<file path="config.mk">
export PLATFORM = sky130hd
export DESIGN_NAME = glay_setup_top
export DESIGN_NICKNAME = d
export VERILOG_FILES = /design/src/glay_types_pkg.sv /design/src/glay_ctrl_pkg.sv /design/src/glay_sync_fifo.sv /design/src/glay_setup_req_gen.sv /design/src/glay_kernel_setup.sv /design/src/glay_vertex_unpack.sv /design/src/glay_setup_top.sv
export SDC_FILE = /design/constraint.sdc
export NUM_CORES = 2
export LEC_CHECK = 0
export BUFFER_PORTS_ARGS = -buffer_cell sky130_fd_sc_hd__clkbuf_2
export CAP_MARGIN = 20
export CORE_MARGIN = 8
export CORE_UTILIZATION = 55
export CTS_BUF_LIST = sky130_fd_sc_hd__clkbuf_16
export CTS_CLUSTER_SIZE = 25
export DETAILED_ROUTE_END_ITERATION = 8
export PLACE_DENSITY = 0.8
export SLEW_MARGIN = 30
export SYNTH_ARGS = -nofsm -noshare
export SYNTH_HDL_FRONTEND = slang
export SYNTH_SLANG_ARGS = --single-unit
</file>
<file path="constraint.sdc">
create_clock -name ap_clk -period 25 [get_ports ap_clk]
set_input_delay 1.25 -clock ap_clk [delete_from_list [all_inputs] [get_ports ap_clk]]
set_output_delay 1.25 -clock ap_clk [all_outputs]
set_load 0.05 [all_outputs]
</file>
<file path="src/glay_types_pkg.sv">
/*
 * Data width constants and typedefs of the setup datapath.
 * Covers byte addresses, vertex words, cache lines, vertex
 * counts and line counts.
 */

package glay_types_pkg;

    // --------------------------------------------------
    // Width constants
    // --------------------------------------------------
    localparam int ADDR_BITS      = 32;
    localparam int VERTEX_BITS    = 32;
    localparam int VCOUNT_BITS    = 16;
    localparam int LCOUNT_BITS    = 14;

    // Four vertex words in one line
    localparam int VERTS_PER_LINE = 4;
    localparam int LINE_BITS      = VERTEX_BITS * VERTS_PER_LINE;

    // Address stride between lines
    localparam int LINE_BYTES     = LINE_BITS / 8;

    // --------------------------------------------------
    // Typedefs
    // --------------------------------------------------
    // Byte address into memory
    typedef logic [ADDR_BITS-1:0]   addr_t;

    // One vertex word
    typedef logic [VERTEX_BITS-1:0] vertex_t;

    // One cache line, word j in bits 32j+31:32j
    typedef logic [LINE_BITS-1:0]   line_t;

    // Vertex count and vertex index
    typedef logic [VCOUNT_BITS-1:0] vcount_t;

    // Line count of a run
    typedef logic [LCOUNT_BITS-1:0] lcount_t;

endpackage : glay_types_pkg

</file>
<file path="src/glay_ctrl_pkg.sv">
/*
 * Control definitions of the setup kernel.
 * Setup state machine encoding and FIFO reset-busy timing.
 */

package glay_ctrl_pkg;

    // --------------------------------------------------
    // Setup state machine
    // --------------------------------------------------
    typedef enum logic [2:0] {
        SETUP_KERNEL_RESET,
        SETUP_KERNEL_IDLE,
        SETUP_KERNEL_REQ_START,
        SETUP_KERNEL_REQ_BUSY,
        SETUP_KERNEL_REQ_DONE
    } kernel_setup_state;

    // --------------------------------------------------
    // FIFO reset-busy period
    // --------------------------------------------------
    // Cycles of rst_busy after reset release
    localparam int FIFO_RST_BUSY_CYCLES = 4;

    // Counter width for the busy period
    localparam int RST_CNT_BITS = $clog2(FIFO_RST_BUSY_CYCLES + 1);

endpackage : glay_ctrl_pkg

</file>
<file path="src/glay_sync_fifo.sv">
/*
 * Synchronous FIFO with registered read data.
 * Flags full, empty, read valid and a reset-busy period
 * during which reads and writes are ignored.
 */

`timescale 1ns/1ps

module glay_sync_fifo import glay_ctrl_pkg::*; #(
    parameter int WIDTH = 32,
    parameter int DEPTH = 16
) (
    input  logic             ap_clk,
    input  logic             setup_areset,
    input  logic [WIDTH-1:0] din,
    input  logic             wr_en,
    input  logic             rd_en,
    output logic [WIDTH-1:0] dout,
    output logic             full,
    output logic             empty,
    output logic             valid,
    output logic             rst_busy
);

    localparam int PTR_BITS = (DEPTH > 1) ? $clog2(DEPTH) : 1;
    localparam int CNT_BITS = $clog2(DEPTH + 1);

    // Storage, no reset
    logic [WIDTH-1:0] mem [DEPTH];

    logic [PTR_BITS-1:0]     wr_ptr;
    logic [PTR_BITS-1:0]     rd_ptr;
    logic [CNT_BITS-1:0]     count;
    logic [RST_CNT_BITS-1:0] rst_cnt;

    logic do_wr;
    logic do_rd;

    // --------------------------------------------------
    // Flags
    // --------------------------------------------------
    assign rst_busy = (rst_cnt != '0);
    assign full     = (count == CNT_BITS'(DEPTH));
    assign empty    = (count == '0);

    // Accepted operations only
    assign do_wr = wr_en && !full && !rst_busy;
    assign do_rd = rd_en && !empty && !rst_busy;

    // --------------------------------------------------
    // Pointers, occupancy and busy counter
    // --------------------------------------------------
    always_ff @(posedge ap_clk) begin
        if (setup_areset) begin
            wr_ptr  <= '0;
            rd_ptr  <= '0;
            count   <= '0;
            valid   <= 1'b0;
            rst_cnt <= RST_CNT_BITS'(FIFO_RST_BUSY_CYCLES);
        end else begin
            // Busy period counts down once after reset
            if (rst_busy) begin
                rst_cnt <= rst_cnt - 1'b1;
            end
            if (do_wr) begin
                wr_ptr <= (wr_ptr == PTR_BITS'(DEPTH - 1)) ? '0 : wr_ptr + 1'b1;
            end
            if (do_rd) begin
                rd_ptr <= (rd_ptr == PTR_BITS'(DEPTH - 1)) ? '0 : rd_ptr + 1'b1;
            end
            // Net occupancy change
            if (do_wr && !do_rd) begin
                count <= count + 1'b1;
            end else if (do_rd && !do_wr) begin
                count <= count - 1'b1;
            end
            // Read data lands one cycle after rd_en
            valid <= do_rd;
        end
    end

    // --------------------------------------------------
    // Storage and read register
    // --------------------------------------------------
    always_ff @(posedge ap_clk) begin
        if (do_wr) begin
            mem[wr_ptr] <= din;
        end
        if (do_rd) begin
            dout <= mem[rd_ptr];
        end
    end

endmodule : glay_sync_fifo

</file>
<file path="src/glay_setup_req_gen.sv">
/*
 * Cache-line read address generator for one setup run.
 * Walks base, base+16, ... and limits outstanding requests.
 */

`timescale 1ns/1ps

module glay_setup_req_gen import glay_types_pkg::*; #(
    parameter int MAX_OUTSTANDING = 8
) (
    input  logic    ap_clk,
    input  logic    setup_areset,
    input  logic    start,
    input  addr_t   base,
    input  lcount_t num_lines,
    input  logic    fifo_full,
    input  logic    req_issued,
    input  logic    resp_taken,
    output logic    req_wr_en,
    output addr_t   req_addr
);

    localparam int OUT_BITS = $clog2(MAX_OUTSTANDING + 1);

    // Lines still to be written this run
    lcount_t lines_left;

    // Requests in flight, from issue until the line is taken
    logic [OUT_BITS-1:0] outstanding;
    logic                below_limit;

    // --------------------------------------------------
    // Write decision
    // --------------------------------------------------
    assign below_limit = (outstanding < OUT_BITS'(MAX_OUTSTANDING));
    assign req_wr_en   = (lines_left != '0) && !fifo_full && below_limit;

    // --------------------------------------------------
    // Line counter and outstanding count
    // --------------------------------------------------
    always_ff @(posedge ap_clk) begin
        if (setup_areset) begin
            lines_left  <= '0;
            outstanding <= '0;
        end else begin
            if (start) begin
                lines_left <= num_lines;
            end else if (req_wr_en) begin
                lines_left <= lines_left - 1'b1;
            end
            // Both may happen in one cycle
            if (req_issued && !resp_taken) begin
                outstanding <= outstanding + 1'b1;
            end else if (resp_taken && !req_issued) begin
                outstanding <= outstanding - 1'b1;
            end
        end
    end

    // --------------------------------------------------
    // Address register
    // --------------------------------------------------
    always_ff @(posedge ap_clk) begin
        if (start) begin
            req_addr <= base;
        end else if (req_wr_en) begin
            // Next line, one stride on
            req_addr <= req_addr + addr_t'(LINE_BYTES);
        end
    end

endmodule : glay_setup_req_gen

</file>
<file path="src/glay_kernel_setup.sv">
/*
 * Setup kernel: descriptor register, setup state machine,
 * request and response FIFOs, memory port registers and
 * the FIFO reset-busy status.
 */

`timescale 1ns/1ps

module glay_kernel_setup import glay_types_pkg::*, glay_ctrl_pkg::*; #(
    parameter int REQ_FIFO_DEPTH  = 16,
    parameter int RESP_FIFO_DEPTH = 8
) (
    input  logic    ap_clk,
    input  logic    setup_areset,
    input  logic    desc_valid,
    input  addr_t   desc_base,
    input  vcount_t desc_num_vertices,
    input  logic    mem_req_stall,
    input  logic    mem_resp_valid,
    input  line_t   mem_resp_data,
    input  logic    unpack_done,
    input  logic    line_ready,
    output logic    mem_req_valid,
    output addr_t   mem_req_addr,
    output logic    resp_line_valid,
    output line_t   resp_line_data,
    output lcount_t run_num_lines,
    output vcount_t run_num_vertices,
    output logic    setup_done,
    output logic    fifo_setup_signal
);

    kernel_setup_state current_state;
    kernel_setup_state next_state;

    // Descriptor register
    logic    desc_valid_q;
    addr_t   desc_base_q;
    vcount_t desc_num_vertices_q;
    lcount_t desc_num_lines;

    // Response input register
    logic  mem_resp_valid_q;
    line_t mem_resp_data_q;

    // Generator to request FIFO
    logic  gen_start;
    logic  req_wr_en;
    addr_t req_addr;
    logic  req_full;
    logic  req_empty;
    logic  req_rst_busy;

    // Response FIFO
    logic resp_full;
    logic resp_rst_busy;

    // --------------------------------------------------
    // Descriptor capture, only in IDLE
    // --------------------------------------------------
    always_ff @(posedge ap_clk) begin
        if (setup_areset) begin
            desc_valid_q <= 1'b0;
        end else begin
            desc_valid_q <= desc_valid && (current_state == SETUP_KERNEL_IDLE) && !desc_valid_q;
        end
    end

    always_ff @(posedge ap_clk) begin
        // Hold payload once a descriptor is taken
        if (desc_valid && (current_state == SETUP_KERNEL_IDLE) && !desc_valid_q) begin
            desc_base_q         <= desc_base;
            desc_num_vertices_q <= desc_num_vertices;
        end
    end

    // Lines = vertices / 4, rounded up
    assign desc_num_lines = lcount_t'((32'(desc_num_vertices_q) + VERTS_PER_LINE - 1)
                                      / VERTS_PER_LINE);

    // --------------------------------------------------
    // Setup state machine
    // --------------------------------------------------
    always_ff @(posedge ap_clk) begin
        if (setup_areset) begin
            current_state <= SETUP_KERNEL_RESET;
        end else begin
            current_state <= next_state;
        end
    end

    always_comb begin
        next_state = current_state;
        case (current_state)
            // Wait for the FIFOs to leave reset-busy
            SETUP_KERNEL_RESET: begin
                if (!fifo_setup_signal) begin
                    next_state = SETUP_KERNEL_IDLE;
                end
            end
            SETUP_KERNEL_IDLE: begin
                if (desc_valid_q) begin
                    next_state = SETUP_KERNEL_REQ_START;
                end
            end
            SETUP_KERNEL_REQ_START: begin
                next_state = SETUP_KERNEL_REQ_BUSY;
            end
            // Run ends with the last unpacked vertex
            SETUP_KERNEL_REQ_BUSY: begin
                if (unpack_done) begin
                    next_state = SETUP_KERNEL_REQ_DONE;
                end
            end
            SETUP_KERNEL_REQ_DONE: begin
                next_state = SETUP_KERNEL_IDLE;
            end
            default: begin
                next_state = SETUP_KERNEL_RESET;
            end
        endcase
    end

    assign gen_start  = (current_state == SETUP_KERNEL_REQ_START);
    assign setup_done = (current_state == SETUP_KERNEL_REQ_DONE);

    // Run values for the unpacker
    always_ff @(posedge ap_clk) begin
        if (gen_start) begin
            run_num_lines    <= desc_num_lines;
            run_num_vertices <= desc_num_vertices_q;
        end
    end

    // --------------------------------------------------
    // Memory input register and reset-busy status
    // --------------------------------------------------
    always_ff @(posedge ap_clk) begin
        if (setup_areset) begin
            mem_resp_valid_q  <= 1'b0;
            fifo_setup_signal <= 1'b1;
        end else begin
            mem_resp_valid_q  <= mem_resp_valid;
            fifo_setup_signal <= req_rst_busy | resp_rst_busy;
        end
    end

    always_ff @(posedge ap_clk) begin
        mem_resp_data_q <= mem_resp_data;
    end

    // --------------------------------------------------
    // Request generator
    // --------------------------------------------------
    // Counted as outstanding from the request FIFO write on
    glay_setup_req_gen #(
        .MAX_OUTSTANDING(RESP_FIFO_DEPTH)
    ) inst_req_gen (
        .ap_clk      (ap_clk),
        .setup_areset(setup_areset),
        .start       (gen_start),
        .base        (desc_base_q),
        .num_lines   (desc_num_lines),
        .fifo_full   (req_full),
        .req_issued  (req_wr_en),
        .resp_taken  (resp_line_valid),
        .req_wr_en   (req_wr_en),
        .req_addr    (req_addr)
    );

    // --------------------------------------------------
    // Request FIFO, drains when memory does not stall
    // --------------------------------------------------
    glay_sync_fifo #(
        .WIDTH($bits(addr_t)),
        .DEPTH(REQ_FIFO_DEPTH)
    ) inst_req_fifo (
        .ap_clk      (ap_clk),
        .setup_areset(setup_areset),
        .din         (req_addr),
        .wr_en       (req_wr_en),
        .rd_en       (!req_empty && !mem_req_stall),
        .dout        (mem_req_addr),
        .full        (req_full),
        .empty       (req_empty),
        .valid       (mem_req_valid),
        .rst_busy    (req_rst_busy)
    );

    // --------------------------------------------------
    // Response FIFO, read on unpacker request
    // --------------------------------------------------
    // Never overflows, occupancy bounded by the generator limit
    glay_sync_fifo #(
        .WIDTH($bits(line_t)),
        .DEPTH(RESP_FIFO_DEPTH)
    ) inst_resp_fifo (
        .ap_clk      (ap_clk),
        .setup_areset(setup_areset),
        .din         (mem_resp_data_q),
        .wr_en       (mem_resp_valid_q && !resp_full),
        .rd_en       (line_ready),
        .dout        (resp_line_data),
        .full        (resp_full),
        .empty       (),
        .valid       (resp_line_valid),
        .rst_busy    (resp_rst_busy)
    );

endmodule : glay_kernel_setup

</file>
<file path="src/glay_vertex_unpack.sv">
/*
 * Vertex unpacker: splits response lines into indexed
 * vertex words and flags the end of a run.
 */

`timescale 1ns/1ps

module glay_vertex_unpack import glay_types_pkg::*; (
    input  logic    ap_clk,
    input  logic    setup_areset,
    input  logic    resp_line_valid,
    input  line_t   resp_line_data,
    input  vcount_t run_num_vertices,
    input  lcount_t run_num_lines,
    output logic    line_ready,
    output logic    vertex_valid,
    output vertex_t vertex_data,
    output vcount_t vertex_index,
    output logic    unpack_done
);

    localparam int WSEL_BITS = $clog2(VERTS_PER_LINE);

    // Current line, shifted one word per output
    line_t                line_q;
    logic                 busy_q;
    logic [WSEL_BITS-1:0] word_sel;
    vcount_t              vert_idx;
    logic                 last_q;

    logic last_word;
    logic last_vertex;

    assign last_word   = (word_sel == WSEL_BITS'(VERTS_PER_LINE - 1));
    assign last_vertex = (vert_idx == run_num_vertices - vcount_t'(1));

    // Ask for a line when idle and none is arriving
    assign line_ready  = !busy_q && !resp_line_valid;

    // Empty run ends at once
    assign unpack_done = last_q || (run_num_lines == '0);

    // --------------------------------------------------
    // Word sequencing
    // --------------------------------------------------
    always_ff @(posedge ap_clk) begin
        if (setup_areset) begin
            busy_q       <= 1'b0;
            word_sel     <= '0;
            vert_idx     <= '0;
            last_q       <= 1'b0;
            vertex_valid <= 1'b0;
        end else begin
            last_q       <= 1'b0;
            vertex_valid <= busy_q;
            if (resp_line_valid) begin
                busy_q   <= 1'b1;
                word_sel <= '0;
            end else if (busy_q) begin
                word_sel <= word_sel + 1'b1;
                if (last_vertex) begin
                    // Remaining words of the last line are dropped
                    busy_q   <= 1'b0;
                    vert_idx <= '0;
                    last_q   <= 1'b1;
                end else begin
                    vert_idx <= vert_idx + 1'b1;
                    if (last_word) begin
                        busy_q <= 1'b0;
                    end
                end
            end
        end
    end

    // --------------------------------------------------
    // Line register and vertex output
    // --------------------------------------------------
    always_ff @(posedge ap_clk) begin
        if (resp_line_valid) begin
            line_q <= resp_line_data;
        end else if (busy_q) begin
            line_q <= line_q >> VERTEX_BITS;
        end
        // Word 0 sits in the low bits
        vertex_data  <= vertex_t'(line_q);
        vertex_index <= vert_idx;
    end

endmodule : glay_vertex_unpack

</file>
<file path="src/glay_setup_top.sv">
/*
 * Setup stage top level.
 * Connects the setup kernel to the vertex unpacker.
 */

`timescale 1ns/1ps

module glay_setup_top import glay_types_pkg::*; #(
    parameter int REQ_FIFO_DEPTH  = 16,
    parameter int RESP_FIFO_DEPTH = 8
) (
    input  logic    ap_clk,
    input  logic    setup_areset,
    input  logic    desc_valid,
    input  addr_t   desc_base,
    input  vcount_t desc_num_vertices,
    input  logic    mem_req_stall,
    input  logic    mem_resp_valid,
    input  line_t   mem_resp_data,
    output logic    mem_req_valid,
    output addr_t   mem_req_addr,
    output logic    vertex_valid,
    output vertex_t vertex_data,
    output vcount_t vertex_index,
    output logic    setup_done,
    output logic    fifo_setup_signal
);

    // Kernel to unpacker
    logic    resp_line_valid;
    line_t   resp_line_data;
    lcount_t run_num_lines;
    vcount_t run_num_vertices;

    // Unpacker to kernel
    logic unpack_done;
    logic line_ready;

    glay_kernel_setup #(
        .REQ_FIFO_DEPTH (REQ_FIFO_DEPTH),
        .RESP_FIFO_DEPTH(RESP_FIFO_DEPTH)
    ) inst_kernel_setup (
        .ap_clk           (ap_clk),
        .setup_areset     (setup_areset),
        .desc_valid       (desc_valid),
        .desc_base        (desc_base),
        .desc_num_vertices(desc_num_vertices),
        .mem_req_stall    (mem_req_stall),
        .mem_resp_valid   (mem_resp_valid),
        .mem_resp_data    (mem_resp_data),
        .unpack_done      (unpack_done),
        .line_ready       (line_ready),
        .mem_req_valid    (mem_req_valid),
        .mem_req_addr     (mem_req_addr),
        .resp_line_valid  (resp_line_valid),
        .resp_line_data   (resp_line_data),
        .run_num_lines    (run_num_lines),
        .run_num_vertices (run_num_vertices),
        .setup_done       (setup_done),
        .fifo_setup_signal(fifo_setup_signal)
    );

    glay_vertex_unpack inst_vertex_unpack (
        .ap_clk          (ap_clk),
        .setup_areset    (setup_areset),
        .resp_line_valid (resp_line_valid),
        .resp_line_data  (resp_line_data),
        .run_num_vertices(run_num_vertices),
        .run_num_lines   (run_num_lines),
        .line_ready      (line_ready),
        .vertex_valid    (vertex_valid),
        .vertex_data     (vertex_data),
        .vertex_index    (vertex_index),
        .unpack_done     (unpack_done)
    );

endmodule : glay_setup_top

</file>
==> summary by stage <==
Power
The net switching fraction of the power is between 20 and 25%. In this run the power spent charging and discharging nets is 2.06 mW. The clock group share of total power is 35.5%. Sequential cells account for 54.3% of the total power. The internal power of the cells is between 6 and 7 mW. Across the VDD grid, the largest voltage drop is 0.0760 mV. Per report_power, the combinational group accounts for 10.2% of the total. The power density relative to cell area is 94.2 nW/um^2.

Summed over all cells, the static leakage comes to 28.8 nW. Overall power consumption after layout is estimated at 8.49 mW.

Floorplanning
The die outline height is 396 um. The initial cell density of the core is 55.4%. The die is 396 um wide. The placeable core region is roughly 140000 um^2. In this run the count of I/O pins placed on the die edge is 265. The area of the die is 157000 um^2. The cell row count is ~140.

GRT
The number of global-route vias before repair is 38200. The first-pass GRT wire length is 251 mm. The initial antenna violation count came to 11.

Across every metal layer, demand over resource in global routing totals 21.5%. The aggregate global routing overflow is 0. Entering global routing, the biggest net connects between 100 and 150 pins.

Worst setup path
The largest driver fanout on the critical path is 131. STA puts the critical path data required time at between 20000 and 30000 ps. The worst setup path is launched from a flop. The worst setup path is of the flop to flop kind. The type of element capturing the critical path is a flop. The launching element of the worst setup path is inst_kernel_setup.inst_resp_fifo.valid. The startpoint identified for the worst register-to-register timing path is inst_kernel_setup.inst_resp_fifo.valid. The data arrival time of the critical path is 4910 ps.

Drt
In this run, the number of DRC markers left after iteration 0 of detailed routing was 3938. In the final routed layout, each cell accounts on average for 28.1 um. The routed length on met1 is 63.0 mm.

Dividing the detail-routed via count by the number of cells gives 6.03. Summed over all layers, the routed wires come to 171 mm. The sum of met2 wire segment lengths after detailed routing is approximately 87 mm.

The final routed DRC violation total is 0. The final route contains 36693 vias. Once detail routing completed, the nets flagged for antenna violations numbered 0. The met3 layer wire length in the routed design is 15.1 mm. The uppermost metal layer occupied by signal nets is met5. The first detailed-routing pass took 5 iterations.

STA
The hold violation total from the final report is 0. For the pin with the worst max-slew slack, the measured transition is 993 ps. Across the routed clock network, the largest skew measured is 36.4 ps.

The final sum of negative setup slack is 0 ps. The minimum period implied by the final worst setup slack is 4190 ps. Headroom to the max-slew limit came out at 33.8%. The final clock period utilization by the worst path is 16.8%.

The total setup violations reported at the end of the flow is 0. Setup repair after global routing left no endpoint under its margin. The final max-slew violation count is 0. Derived from the worst setup path, the maximum achievable clock frequency is 238 MHz.

Logic synthesis
The synthesized netlist net count is about 3800. Sorting the synthesized cells by how often they occur yields edfxtp_1, mux4_2, dfxtp_1. The post-synthesis sequential area ratio is 79.3%. The post-synthesis cell type with the largest combined area is edfxtp_1. In the synthesized netlist, the number of instances is 3617. The async set-or-reset flop fraction in the synthesized netlist is 0%. The count of flip-flops with a built-in enable after synthesis is 1934.

The most used flip-flop cell after synthesis is edfxtp_1. The number of different library cells used by synthesis comes to 55. For this run, the number of Yosys warnings is 0. In this run the cell area of the synthesized design comes to 79600 um^2. Sorting the synthesized cells by area gives the leading types as edfxtp_1, mux4_2, dfxtp_1.

The mean instance size in the synthesized netlist is 22.0 um^2. The register bit count reported by yosys is 2186. The leading cell type by number of instances after synthesis is edfxtp_1. The top cell type's share of synthesized area is approximately 73%.

Final layout
The end-of-flow core utilization is 62.7%. Compared with the post-synthesis result, the final layout area differs by 13.2%. Once layout is complete, the cells apart from fillers number 6083. For this run, the post-layout net count is 4213. Of the cells placed in the final design, the portion with a size suffix greater than 1 is 31.3%.

The finished cells cover 90100 um^2.

Clock tree
The clock slew seen by the registers of the worst setup and hold paths is 60 ps. After clock tree synthesis, the flow added hold-fix buffers numbering 0. The total of cells resized after clock tree synthesis is 0. TritonCTS built the clock tree.

The clock latency of the later-clocked register in the worst-skew pair is 820 ps. The buffers inserted during post-CTS setup optimization is 0. The worst-case clock buffer depth is 3. The clock net in this run drives a total of between 2000 and 2500 sinks. The CTS root buffer is clkbuf_16.

The number of clock buffers inserted by TritonCTS is 202. The number of H-tree branching levels is 4.

Flow run
The tool flagged a number of max-cap violations equal to 0.

Min path
In this run the worst hold path is classified as flop to flop. The beginning of the worst hold path is inst_vertex_unpack.line_q[31].

Outcome
The flow ran to the end, and the final reports show no timing, DRC or antenna violations.

Placement
After detailed placement, the total cell area comes to about 83000 um^2. The weighted congestion at the end of routability-driven global placement is 0.771. The detailed-placement wirelength estimate is 93.0 mm. In this run, placement finished with an instance count of 5698. Port buffering added 264 buffers.
area by class of cell:
type / count / area [um^2]
clock buffer: 207 / 5180
inverter: 29 / 109
fill: 9135 / 53500
antenna: 2 / 5.00
timing repair buffer: 332 / 1970
multi-input combinational: 1250 / 15900
tap: 1903 / 2380
clock inverter: 174 / 1390
sequential: 2186 / 63100
placed cells by master, fill, tap and decap left out, types with 7 or more instances in the layout:
| cell | netlist | layout |
|---|---|---|
| a211oi_1 | 9 | 8 |
| and2_1 | 38 | 38 |
| nor2b_1 | 8 | 8 |
| buf_4 | 0 | 57 |
| inv_1 | 27 | 69 |
| or3_1 | 12 | 12 |
| clkbuf_16 | 0 | 207 |
| nand2b_1 | 7 | 7 |
| o21ai_0 | 45 | 45 |
| edfxtp_1 | 1934 | 1934 |
| nand2_1 | 77 | 77 |
| xnor2_1 | 56 | 56 |
| nor3_2 | 0 | 7 |
| mux2i_1 | 13 | 13 |
| xor2_1 | 43 | 43 |
| nor2_4 | 0 | 14 |
| clkinv_2 | 0 | 38 |
| clkinvlp_4 | 0 | 9 |
| clkbuf_2 | 0 | 264 |
| clkinv_1 | 2 | 51 |
| ha_1 | 28 | 28 |
| mux4_2 | 416 | 416 |
| a21oi_1 | 31 | 31 |
| nand3_1 | 28 | 28 |
| dfxtp_1 | 252 | 245 |
| mux2_2 | 225 | 225 |
| nor2_1 | 101 | 87 |
| bufinv_16 | 0 | 18 |
| nor4_1 | 12 | 12 |
| nor3_1 | 22 | 15 |
| nand4_1 | 10 | 10 |
worst max-delay path, stage by stage, from the launching register on:
cell and delay (ps):
dfxtp_4 530, or2_4 590, nor3_2 340, buf_12 640, inv_1 220, ha_1 280
inv_1 110, ha_1 240, a21o_1 190, a21oi_1 240, xnor2_1 120, or3_1 310
a21oi_1 140
sequential cells by signal (all words and copies together), names as in the netlist, 32 cells and up:
signal and cells:
inst_vertex_unpack.vertex_data 32, inst_kernel_setup.mem_resp_data_q 128, inst_kernel_setup.inst_req_fifo.dout 32, inst_vertex_unpack.line_q 128, inst_kernel_setup.inst_resp_fifo.mem 1024, inst_kernel_setup.inst_req_gen.req_addr 32
inst_kernel_setup.inst_resp_fifo.dout 128, inst_kernel_setup.inst_req_fifo.mem 512, inst_kernel_setup.desc_base_q 32
path summary, 6_finish.rpt:
| kind | end | slack [ps] | cells after the start |
|---|---|---|---|
| worst min-delay path | inst_vertex_unpack.vertex_data[31] | 360 | 0 |
| worst max-delay path | inst_kernel_setup.inst_resp_fifo.count[3] | 20810 | 12 |
| worst max register to register | inst_kernel_setup.inst_resp_fifo.count[3] | 20810 | 12 |
| worst min register to register | inst_vertex_unpack.vertex_data[31] | 360 | 0 |
metrics by stage:
stage               hold slack [ps]  worst slack [ps]
global route                    364             20400
floorplan                       323             11360
finish                          356             20810
global placement                323             20870
CTS                             356             20690
detailed placement              334             20730
cell families (layout without fill, tap and decap cells):
| kind of cell | after synthesis | after routing | share of synthesized area, % |
|---|---|---|---|
| multiplexers | 654 | 654 | 15.1 |
| flip-flops | 2186 | 2186 | 79.3 |
| other | 0 | 2 | 0 |
| adder cells (fa/ha/maj) | 31 | 31 | 0.516 |
| AO/OA/AOI/OAI | 116 | 116 | 0.888 |
| AND/OR/NAND/NOR | 350 | 350 | 2.19 |
| buffers and inverters | 181 | 742 | 0.863 |
| XOR/XNOR | 99 | 99 | 1.09 |
power by group through the flow:
stage / Sequential [mW] / Combinational (mW) / Clock [mW]
floorplan: 4.62 / 0.618 / 0
global placement: 4.66 / 0.830 / 0
detailed placement: 4.68 / 0.855 / 0
CTS: 4.61 / 0.871 / 3.06
global route: 4.64 / 0.932 / 3.20
finish: 4.61 / 0.862 / 3.02
routing by layer:
metal  vias up  track usage (%)
met4         2             7.16
met2      1804             36.6
li1      15497                -
met1     19080             27.8
met5         -                0
met3       310             4.57
No activity file was read; power rests on OpenSTA's default activity.
